$ cat src/logic/rob_consts.svh
`ifndef ROB_CONSTS_SVH
`define ROB_CONSTS_SVH

// buffer geometry
`define ROB_SIZE        16
`define ROB_IDX_W       4

// group sizes per cycle
`define DISPATCH_WIDTH  2
`define COMMIT_WIDTH    2
`define WB_PORTS        2

// exception code, all ones means no exception
`define EXC_W           4
`define EXC_NONE        4'b1111

// register index widths
`define PREG_W          6
`define AREG_W          5

`endif

$ cat src/logic/rob_pkg.sv
`include "rob_consts.svh"

package rob_pkg;

    // entry index with the wrap bit on top
    typedef logic [`ROB_IDX_W:0] rob_idx_t;

    // occupancy, zero up to ROB_SIZE
    typedef logic [`ROB_IDX_W:0] rob_cnt_t;

    typedef logic [$clog2(`COMMIT_WIDTH):0]   commit_num_t;
    typedef logic [$clog2(`DISPATCH_WIDTH):0] dispatch_num_t;

    typedef logic [`EXC_W-1:0] exc_code_t;

    typedef struct packed {
        logic              we;
        logic              mem;
        logic              store;
        logic [`AREG_W-1:0] vrd;
        logic [`PREG_W-1:0] prd;
        logic [`PREG_W-1:0] old_prd;
    } rob_payload_t;

    // valid mask is contiguous from slot 0
    typedef struct packed {
        logic [`DISPATCH_WIDTH-1:0]         valid;
        rob_payload_t [`DISPATCH_WIDTH-1:0] slot;
    } dispatch_req_t;

    typedef struct packed {
        logic      en;
        rob_idx_t  idx;
        exc_code_t exccode;
    } wb_port_t;

    typedef struct packed {
        logic              valid;
        logic              we;
        logic              mem;
        logic              store;
        logic [`AREG_W-1:0] vrd;
        logic [`PREG_W-1:0] prd;
        logic [`PREG_W-1:0] old_prd;
    } commit_slot_t;

    typedef struct packed {
        commit_slot_t [`COMMIT_WIDTH-1:0] slot;
        rob_idx_t                         idx;
        commit_num_t                      num;
    } commit_bus_t;

    typedef struct packed {
        logic      en;
        rob_idx_t  idx;
        exc_code_t exccode;
    } redirect_t;

endpackage

$ cat src/logic/rob_ptr_ctrl.sv
`timescale 1ns/10ps
`include "rob_consts.svh"

module rob_ptr_ctrl (
    input  logic                       clk,
    input  logic                       rst,
    input  logic [`DISPATCH_WIDTH-1:0] dis_valid,
    input  rob_pkg::commit_num_t       commit_num,
    input  logic                       flush,
    output rob_pkg::rob_idx_t          head,
    output rob_pkg::rob_idx_t          tail,
    output rob_pkg::rob_cnt_t          count,
    output logic                       accept,
    output logic                       full
);

    rob_pkg::dispatch_num_t grp_num;
    rob_pkg::dispatch_num_t acc_num;
    rob_pkg::rob_cnt_t      free_num;

    // size of the offered group
    always_comb begin
        grp_num = '0;
        for (int i = 0; i < `DISPATCH_WIDTH; i++) begin
            grp_num = grp_num + rob_pkg::dispatch_num_t'(dis_valid[i]);
        end
    end

    assign free_num = rob_pkg::rob_cnt_t'(`ROB_SIZE) - count;

    // the whole group waits if it does not fit, and nothing enters during a flush
    assign full    = flush || (free_num < rob_pkg::rob_cnt_t'(grp_num));
    assign accept  = (|dis_valid) && !full;
    assign acc_num = accept ? grp_num : '0;

    always_ff @(posedge clk or posedge rst) begin
        if (rst) begin
            head  <= '0;
            tail  <= '0;
            count <= '0;
        end else begin
            head <= head + rob_pkg::rob_idx_t'(commit_num);
            if (flush) begin
                // drop everything younger than the excepting entry
                tail  <= head;
                count <= '0;
            end else begin
                tail  <= tail + rob_pkg::rob_idx_t'(acc_num);
                count <= count + rob_pkg::rob_cnt_t'(acc_num)
                         - rob_pkg::rob_cnt_t'(commit_num);
            end
        end
    end

    a_count_limit: assert property (
        @(posedge clk) disable iff (rst)
        count <= rob_pkg::rob_cnt_t'(`ROB_SIZE)
    );

endmodule

$ cat src/logic/rob_entry_store.sv
`timescale 1ns/10ps
`include "rob_consts.svh"

module rob_entry_store (
    input  logic                                      clk,
    input  rob_pkg::dispatch_req_t                    dis,
    input  logic                                      accept,
    input  rob_pkg::rob_idx_t                         tail,
    input  rob_pkg::rob_idx_t                         head,
    output rob_pkg::rob_payload_t [`COMMIT_WIDTH-1:0] head_payload
);

    rob_pkg::rob_payload_t entries [`ROB_SIZE];

    logic [`ROB_IDX_W-1:0] widx [`DISPATCH_WIDTH];
    logic [`ROB_IDX_W-1:0] ridx [`COMMIT_WIDTH];

    // slot i of a group lands at tail+i, wrapping inside the array
    for (genvar i = 0; i < `DISPATCH_WIDTH; i++) begin : g_widx
        assign widx[i] = tail[`ROB_IDX_W-1:0] + `ROB_IDX_W'(i);
    end

    always_ff @(posedge clk) begin
        for (int i = 0; i < `DISPATCH_WIDTH; i++) begin
            if (accept && dis.valid[i]) begin
                entries[widx[i]] <= dis.slot[i];
            end
        end
    end

    // head slots are read without a register
    for (genvar i = 0; i < `COMMIT_WIDTH; i++) begin : g_read
        assign ridx[i]         = head[`ROB_IDX_W-1:0] + `ROB_IDX_W'(i);
        assign head_payload[i] = entries[ridx[i]];
    end

endmodule

$ cat src/logic/rob_status_table.sv
`timescale 1ns/10ps
`include "rob_consts.svh"

module rob_status_table (
    input  logic                                   clk,
    input  logic                                   rst,
    input  rob_pkg::wb_port_t [`WB_PORTS-1:0]      wb,
    input  logic [`DISPATCH_WIDTH-1:0]             dis_valid,
    input  logic                                   accept,
    input  logic                                   flush,
    input  rob_pkg::rob_idx_t                      tail,
    input  rob_pkg::rob_idx_t                      head,
    output logic [`COMMIT_WIDTH-1:0]               head_done,
    output rob_pkg::exc_code_t [`COMMIT_WIDTH-1:0] head_exc
);

    logic [`ROB_SIZE-1:0] done;
    rob_pkg::exc_code_t   exc_codes [`ROB_SIZE];

    logic [`ROB_IDX_W-1:0] aidx [`DISPATCH_WIDTH];
    logic [`ROB_IDX_W-1:0] ridx [`COMMIT_WIDTH];

    for (genvar i = 0; i < `DISPATCH_WIDTH; i++) begin : g_aidx
        assign aidx[i] = tail[`ROB_IDX_W-1:0] + `ROB_IDX_W'(i);
    end

    // a new entry starts not done; write-backs never name a slot allocated this cycle
    always_ff @(posedge clk or posedge rst) begin
        if (rst) begin
            done <= '0;
        end else begin
            for (int i = 0; i < `DISPATCH_WIDTH; i++) begin
                if (accept && dis_valid[i]) begin
                    done[aidx[i]] <= 1'b0;
                end
            end
            for (int p = 0; p < `WB_PORTS; p++) begin
                if (wb[p].en && !flush) begin
                    done[wb[p].idx[`ROB_IDX_W-1:0]] <= 1'b1;
                end
            end
        end
    end

    always_ff @(posedge clk) begin
        for (int p = 0; p < `WB_PORTS; p++) begin
            if (wb[p].en && !flush) begin
                exc_codes[wb[p].idx[`ROB_IDX_W-1:0]] <= wb[p].exccode;
            end
        end
    end

    for (genvar i = 0; i < `COMMIT_WIDTH; i++) begin : g_read
        assign ridx[i]      = head[`ROB_IDX_W-1:0] + `ROB_IDX_W'(i);
        assign head_done[i] = done[ridx[i]];
        assign head_exc[i]  = exc_codes[ridx[i]];
    end

    for (genvar p = 0; p < `WB_PORTS; p++) begin : g_wb_chk
        for (genvar q = p + 1; q < `WB_PORTS; q++) begin : g_pair
            a_wb_distinct: assert property (
                @(posedge clk) disable iff (rst)
                (wb[p].en && wb[q].en) |-> (wb[p].idx != wb[q].idx)
            );
        end
    end

endmodule

$ cat src/logic/rob_commit_sel.sv
`timescale 1ns/10ps
`include "rob_consts.svh"

module rob_commit_sel (
    input  logic                                      clk,
    input  logic                                      rst,
    input  rob_pkg::rob_cnt_t                         count,
    input  rob_pkg::rob_idx_t                         head,
    input  logic [`COMMIT_WIDTH-1:0]                  head_done,
    input  rob_pkg::exc_code_t [`COMMIT_WIDTH-1:0]    head_exc,
    input  rob_pkg::rob_payload_t [`COMMIT_WIDTH-1:0] head_payload,
    output rob_pkg::commit_num_t                      commit_num,
    output logic                                      flush,
    output rob_pkg::commit_bus_t                      commit,
    output rob_pkg::redirect_t                        redirect
);

    localparam int SEL_W = $clog2(`COMMIT_WIDTH);

    logic [`COMMIT_WIDTH-1:0] excepts;
    logic [`COMMIT_WIDTH-1:0] commit_en;
    logic                     exc_hit;
    logic [SEL_W-1:0]         exc_sel;

    logic [`COMMIT_WIDTH-1:0]                  valid_q;
    rob_pkg::commit_num_t                      num_q;
    rob_pkg::rob_idx_t                         idx_q;
    rob_pkg::rob_payload_t [`COMMIT_WIDTH-1:0] pay_q;

    logic               exc_pend;
    rob_pkg::rob_idx_t  exc_idx_q;
    rob_pkg::exc_code_t exc_code_q;
    logic               redir_en_q;
    rob_pkg::rob_idx_t  redir_idx_q;
    rob_pkg::exc_code_t redir_code_q;

    // take occupied, done head slots in order and stop after the first exception
    always_comb begin
        logic open;
        open       = !exc_pend && !redir_en_q;
        commit_en  = '0;
        commit_num = '0;
        exc_hit    = 1'b0;
        exc_sel    = '0;
        for (int i = 0; i < `COMMIT_WIDTH; i++) begin
            excepts[i] = (head_exc[i] != `EXC_NONE);
            if (open && (count > rob_pkg::rob_cnt_t'(i)) && head_done[i]) begin
                commit_en[i] = 1'b1;
                commit_num   = commit_num + rob_pkg::commit_num_t'(1);
                if (excepts[i]) begin
                    exc_hit = 1'b1;
                    exc_sel = SEL_W'(i);
                    open    = 1'b0;
                end
            end else begin
                open = 1'b0;
            end
        end
    end

    always_ff @(posedge clk or posedge rst) begin
        if (rst) begin
            valid_q    <= '0;
            num_q      <= '0;
            exc_pend   <= 1'b0;
            redir_en_q <= 1'b0;
        end else begin
            valid_q    <= commit_en;
            num_q      <= commit_num;
            exc_pend   <= exc_hit;
            redir_en_q <= exc_pend;
        end
    end

    always_ff @(posedge clk) begin
        idx_q <= head;
        for (int i = 0; i < `COMMIT_WIDTH; i++) begin
            pay_q[i] <= head_payload[i];
            // excepting entry retires but must not update the register map
            pay_q[i].we <= head_payload[i].we && !(commit_en[i] && excepts[i]);
        end
        if (exc_hit) begin
            exc_idx_q  <= head + rob_pkg::rob_idx_t'(exc_sel);
            exc_code_q <= head_exc[exc_sel];
        end
        redir_idx_q  <= exc_idx_q;
        redir_code_q <= exc_code_q;
    end

    always_comb begin
        for (int i = 0; i < `COMMIT_WIDTH; i++) begin
            commit.slot[i].valid   = valid_q[i];
            commit.slot[i].we      = pay_q[i].we;
            commit.slot[i].mem     = pay_q[i].mem;
            commit.slot[i].store   = pay_q[i].store;
            commit.slot[i].vrd     = pay_q[i].vrd;
            commit.slot[i].prd     = pay_q[i].prd;
            commit.slot[i].old_prd = pay_q[i].old_prd;
        end
        commit.idx = idx_q;
        commit.num = num_q;
    end

    assign redirect.en      = redir_en_q;
    assign redirect.idx     = redir_idx_q;
    assign redirect.exccode = redir_code_q;
    assign flush            = redir_en_q;

    // valid slots form a run starting at slot 0
    a_commit_prefix: assert property (
        @(posedge clk) disable iff (rst)
        (valid_q & (valid_q + `COMMIT_WIDTH'(1))) == '0
    );

endmodule

$ cat src/logic/rob_top.sv
`timescale 1ns/10ps
`include "rob_consts.svh"

module rob_top (
    input  logic                             clk,
    input  logic                             rst,
    input  rob_pkg::dispatch_req_t           dis,
    input  rob_pkg::wb_port_t [`WB_PORTS-1:0] wb,
    output rob_pkg::rob_idx_t                alloc_idx,
    output logic                             full,
    output rob_pkg::commit_bus_t             commit,
    output rob_pkg::redirect_t               redirect
);

    rob_pkg::rob_idx_t    head;
    rob_pkg::rob_idx_t    tail;
    rob_pkg::rob_cnt_t    count;
    logic                 accept;
    logic                 flush;
    rob_pkg::commit_num_t commit_num;

    logic [`COMMIT_WIDTH-1:0]                  head_done;
    rob_pkg::exc_code_t [`COMMIT_WIDTH-1:0]    head_exc;
    rob_pkg::rob_payload_t [`COMMIT_WIDTH-1:0] head_payload;

    assign alloc_idx = tail;

    rob_ptr_ctrl ptr_ctrl_i (
        .clk        (clk),
        .rst        (rst),
        .dis_valid  (dis.valid),
        .commit_num (commit_num),
        .flush      (flush),
        .head       (head),
        .tail       (tail),
        .count      (count),
        .accept     (accept),
        .full       (full)
    );

    rob_entry_store entry_store_i (
        .clk          (clk),
        .dis          (dis),
        .accept       (accept),
        .tail         (tail),
        .head         (head),
        .head_payload (head_payload)
    );

    rob_status_table status_table_i (
        .clk       (clk),
        .rst       (rst),
        .wb        (wb),
        .dis_valid (dis.valid),
        .accept    (accept),
        .flush     (flush),
        .tail      (tail),
        .head      (head),
        .head_done (head_done),
        .head_exc  (head_exc)
    );

    rob_commit_sel commit_sel_i (
        .clk          (clk),
        .rst          (rst),
        .count        (count),
        .head         (head),
        .head_done    (head_done),
        .head_exc     (head_exc),
        .head_payload (head_payload),
        .commit_num   (commit_num),
        .flush        (flush),
        .commit       (commit),
        .redirect     (redirect)
    );

endmodule

$ cat config.mk
export PLATFORM = sky130hd
export DESIGN_NAME = rob_top
export DESIGN_NICKNAME = d
export VERILOG_FILES = /design/src/logic/rob_pkg.sv /design/src/logic/rob_ptr_ctrl.sv /design/src/logic/rob_entry_store.sv /design/src/logic/rob_status_table.sv /design/src/logic/rob_commit_sel.sv /design/src/logic/rob_top.sv
export VERILOG_INCLUDE_DIRS = /design/src /design/src/logic
export SDC_FILE = /design/constraint.sdc
export NUM_CORES = 1
export LEC_CHECK = 0
export BUFFER_PORTS_ARGS = -buffer_cell sky130_fd_sc_hd__buf_2
export CORE_MARGIN = 2
export CORE_UTILIZATION = 67
export DETAILED_ROUTE_END_ITERATION = 10
export MAX_ROUTING_LAYER = met4
export PLACE_DENSITY = 0.86
export SYNTH_ARGS = -nofsm -noshare
export SYNTH_HDL_FRONTEND = slang
export SYNTH_SLANG_ARGS = --single-unit
$ cat constraint.sdc
create_clock -name clk -period 7.4 [get_ports clk]
set_input_delay 0.37 -clock clk [delete_from_list [all_inputs] [get_ports clk]]
set_output_delay 0.37 -clock clk [all_outputs]
set_load 0.005 [all_outputs]
==> results.md <==
- Outcome: complete, no violations
- Final WS setup: 2.04 ns
- PostCTS Resize Cnt: 0
- Yosys top cell area share: 44.7%
- Critical path arrival: 5.86 ns
- DIE HEIGHT: 203 um
- Crit path max fanout: 59
- CTS root buf: clkbuf_16
- Core Area: 38700 um^2
- Lkg Pwr: 9.72 nW
- Layout Cells excl Fill: 2173
- Maximum vdd ir drop: 0.266 mV
- Synthesis Warnings: 0
- RSZ-0062 raised after global routing: false
- Critical R2R Launch: ptr_ctrl_i.head[1]
- Maxcap violations: 0
- Final setup fails: 0
- Drt wl/cell: 32.0 um
- Count of cell types in the netlist: 55
- Crit Path Class: reg -> reg
- Placed cell count: 2074
- Seq cells post-synth: 484
- Mapped cell area: 26400 um^2
- Std-Cell Rows: 72
- Rel. slew slack: 23.5%
- Reg clk slew, reported paths: 0.06 ns
- Worst Tran Pin Value: 1.15 ns
- Final GP Congestion: 0.911
- Num Clock Sinks: 484
- Post-route setup TNS: 0 ns
- Critical path origin: ptr_ctrl_i.head[1]
- Final #Nets: 1700
- Cells after Synth: 1545
- CTS Buf Count: 51
- Tcrit/Tclk final: 72.4%
- Pwr Density: 399 nW/um^2
- Max stage delay cell, worst path: dfrtp_4
- Die X: 203 um
- Number of global-route vias before repair: 16400
- ANT nets after route: 0
- Post-CTS setup buffers: 0
- Initial core utilization: 68.1%
- Grt total ovfl: 0
- Type of origin of the critical path: flip-flop
- Detailed Routing Iterations Pass 1: 6
- Synth Area in Adders: 1.35%
- Setup WS pre-CTS: 2.10 ns
- H-tree levels: 2
- Clock buffer depth: 3
- Final Total Pwr: 11.5 mW
- Post-synth EDFFs: 393
- Synth Flop Type: edfxtp_1
- Clock Power Share: 21.8%
- Layout area overhead: 9.06%
- Routed via count: 15900
- Async S/R FF share, synth: 7.64%
- Via density: 7.33
- Total Wirelength: 69.5 mm
- Die Area: 41000 um^2
- CTS hold repair buffers: 1
- Internal: 7.57 mW
- Min-delay worst type: in -> reg
- CTS tree: yes
- Post-detail-place hpwl: 39.5 mm
- Syn avg cell area: 17.1 um^2
- Post-Synth XOR/XNOR Area: 0.526%
- Initial DRC count: 2063
- Switching part of the total power: 34.2%
- Min Clock Period, post-route: 5.36 ns
- Initial antenna violation count: 4
- Combinational Power Share: 43.9%
- Largest cells by area after synthesis: edfxtp_1 (45%), mux4_2 (20%), mux2_2 (16%), dfxtp_1 (4.1%), dfrtp_1 (3.5%)
- I/O Buffers: 126
- Largest net degree at the start of global routing: 68
- Sequential fraction of the synthesis area: 52.3%
- WHS: 0.287 ns
- Req. time, crit path: 7.90 ns
- CP Cell Sequence: buf_4, mux4_2, a22oi_1, nand2_1, nand4_1, nand4b_2, inv_2, ha_1, fa_1, inv_1, fa_1, a21oi_1, nor2_1, or3_1, a21oi_1
- Largest area contributor in the netlist: edfxtp_1
- Min-delay src: dis[30]
- Psw: 3.93 mW
- Worst Skew: 0.0169 ns
- Largest family of logic cells by synthesized area: multiplexers
- Final Hold Viols: 0
- Synth Area in Simple Gates: 3.37%
- Worst Path Buf+Inv: 3
- Slew Limit Fails: 0
- All-Layer GR Usage: 35.7%
- Flop pwr share: 34.3%
- Cell family with most CP delay: adder cells
- Compound-Gate Fraction of Synth Area: 1.72%
- Syn Nets: 1635
- DRC viols: 0
- Layout cells sized above 1: 54.1%
- Max stage delay on crit path: 1.08 ns
- IO Pins: 129
- Worst setup EP type: flip-flop
- Multiplexer share of the synthesized area: 37.3%
- Fmax: 0.187 GHz
- Clk Latency, worst-skew pair: 0.59 ns
- First-pass GRT wire length: 103 mm
## registers in the layout, indices dropped and copies added (netlist names)
| signal | count |
|---|---|
| commit_sel_i.redir_idx_q | 5 |
| ptr_ctrl_i.count | 5 |
| commit_sel_i.exc_pend | 1 |
| commit_sel_i.idx_q | 5 |
| commit_sel_i.valid_q | 2 |
| entry_store_i.entries | 320 |
| ptr_ctrl_i.tail | 5 |
| commit_sel_i.num_q | 2 |
| status_table_i.done | 16 |
| ptr_ctrl_i.head | 5 |
| commit_sel_i.redir_code_q | 4 |
| commit_sel_i.exc_idx_q | 5 |
| commit_sel_i.flush | 1 |
| commit_sel_i.commit | 40 |
| commit_sel_i.exc_code_q | 4 |
| status_table_i.exc_codes | 64 |
## routing by layer
metal,routed length (um),track usage [%],part of all wire [%],up-vias
li1,-,-,-,6382
met3,7620,7.37,11,256
met1,24500,45.9,35,8188
met2,34000,55.8,49,1105
met5,0,-,0,-
met4,3340,16.1,4.8,0
## logic make-up (layout without fill, tap and decap cells)
group	after synthesis	after routing
multiplexers	636	636
flip-flops	484	484
buffers and inverters	164	270
AND/OR/NAND/NOR	150	150
AO/OA/AOI/OAI	70	70
adder cells (fa/ha/maj)	26	26
XOR/XNOR	15	15
other	0	4
## power groups by stage
stage                     clock network [mW]  registers [mW]  logic [mW]
after floorplan                            0            3.77        3.88
after global placement                     0            3.96        4.89
after detailed placement                   0            3.99        4.99
after CTS                               2.51            3.94        5.04
after global routing                    2.61            4.00        5.34
final                                   2.50            3.95        5.05
## cell usage after synthesis, types with 26 or more instances
master,n
edfxtp_1,393
mux2_2,376
mux4_2,240
dfxtp_1,54
clkbuf_1,39
dfrtp_1,37
nand2_1,36
buf_1,35
buf_2,35
buf_6,28
nor2_1,28
o21ai_0,26
## worst paths after layout
| check | endpoint | slack (ns) | cells after the start |
|---|---|---|---|
| max | ptr_ctrl_i.count[4] | 2.04 | 15 |
| min | entry_store_i.entries[12][10] | 0.29 | 2 |
| max reg2reg | ptr_ctrl_i.count[4] | 2.04 | 15 |
| min reg2reg | commit_sel_i.redir_code_q[2] | 0.34 | 0 |
| max in group asynchronous | ptr_ctrl_i.head[0] | 6.58 | 4 |
| min in group asynchronous | ptr_ctrl_i.head[4] | 0.44 | 4 |
## area by class of cell
type	instances	area [um^2]
multi-input cells	897	11800
fillers	2253	9950
diodes	4	10.0
repair buffers	157	866
clock inverters	27	213
flip-flops and latches	484	13800
well taps	518	648
clock buffers	67	1400
inverters	19	71.3
## through the flow
stage | util (%) | area (um^2)
after floorplan | - | 26400
after global placement | 70.1 | 27200
after detailed placement | 70.1 | 27200
after CTS | 74.3 | 28800
after global routing | 74.3 | 28800
final | 74.3 | 28800
## placed cells by master, fill, tap and decap left out, drive strengths merged, types with 2 or more instances in the layout
cell type  netlist  final
a22o             2      2
nor3             4      4
mux2i            7      7
o211ai           2      2
diode            0      4
or2              2      2
or3              2      2
nand2           36     36
a21oi            7      7
nand2b          19     19
a22oi           10     10
ha              22     22
buf            106    156
dfxtp           54     54
o21ai           26     26
inv             19     22
o21bai           8      8
edfxtp         393    393
xnor2            9      9
a21o             5      5
o21a             4      4
nand4b           2      2
clkbuf          39     67
nand3            7      7
dfrtp           37     37
mux4           240    240
nor2            40     40
clkinv           0     20
nor2b           17     17
and3             2      2
and4             2      2
nand4            4      4
fa               4      4
bufinv           0      3
mux2           389    389
and2             9      9
xor2             6      6
No activity file was read; power rests on OpenSTA's default activity.
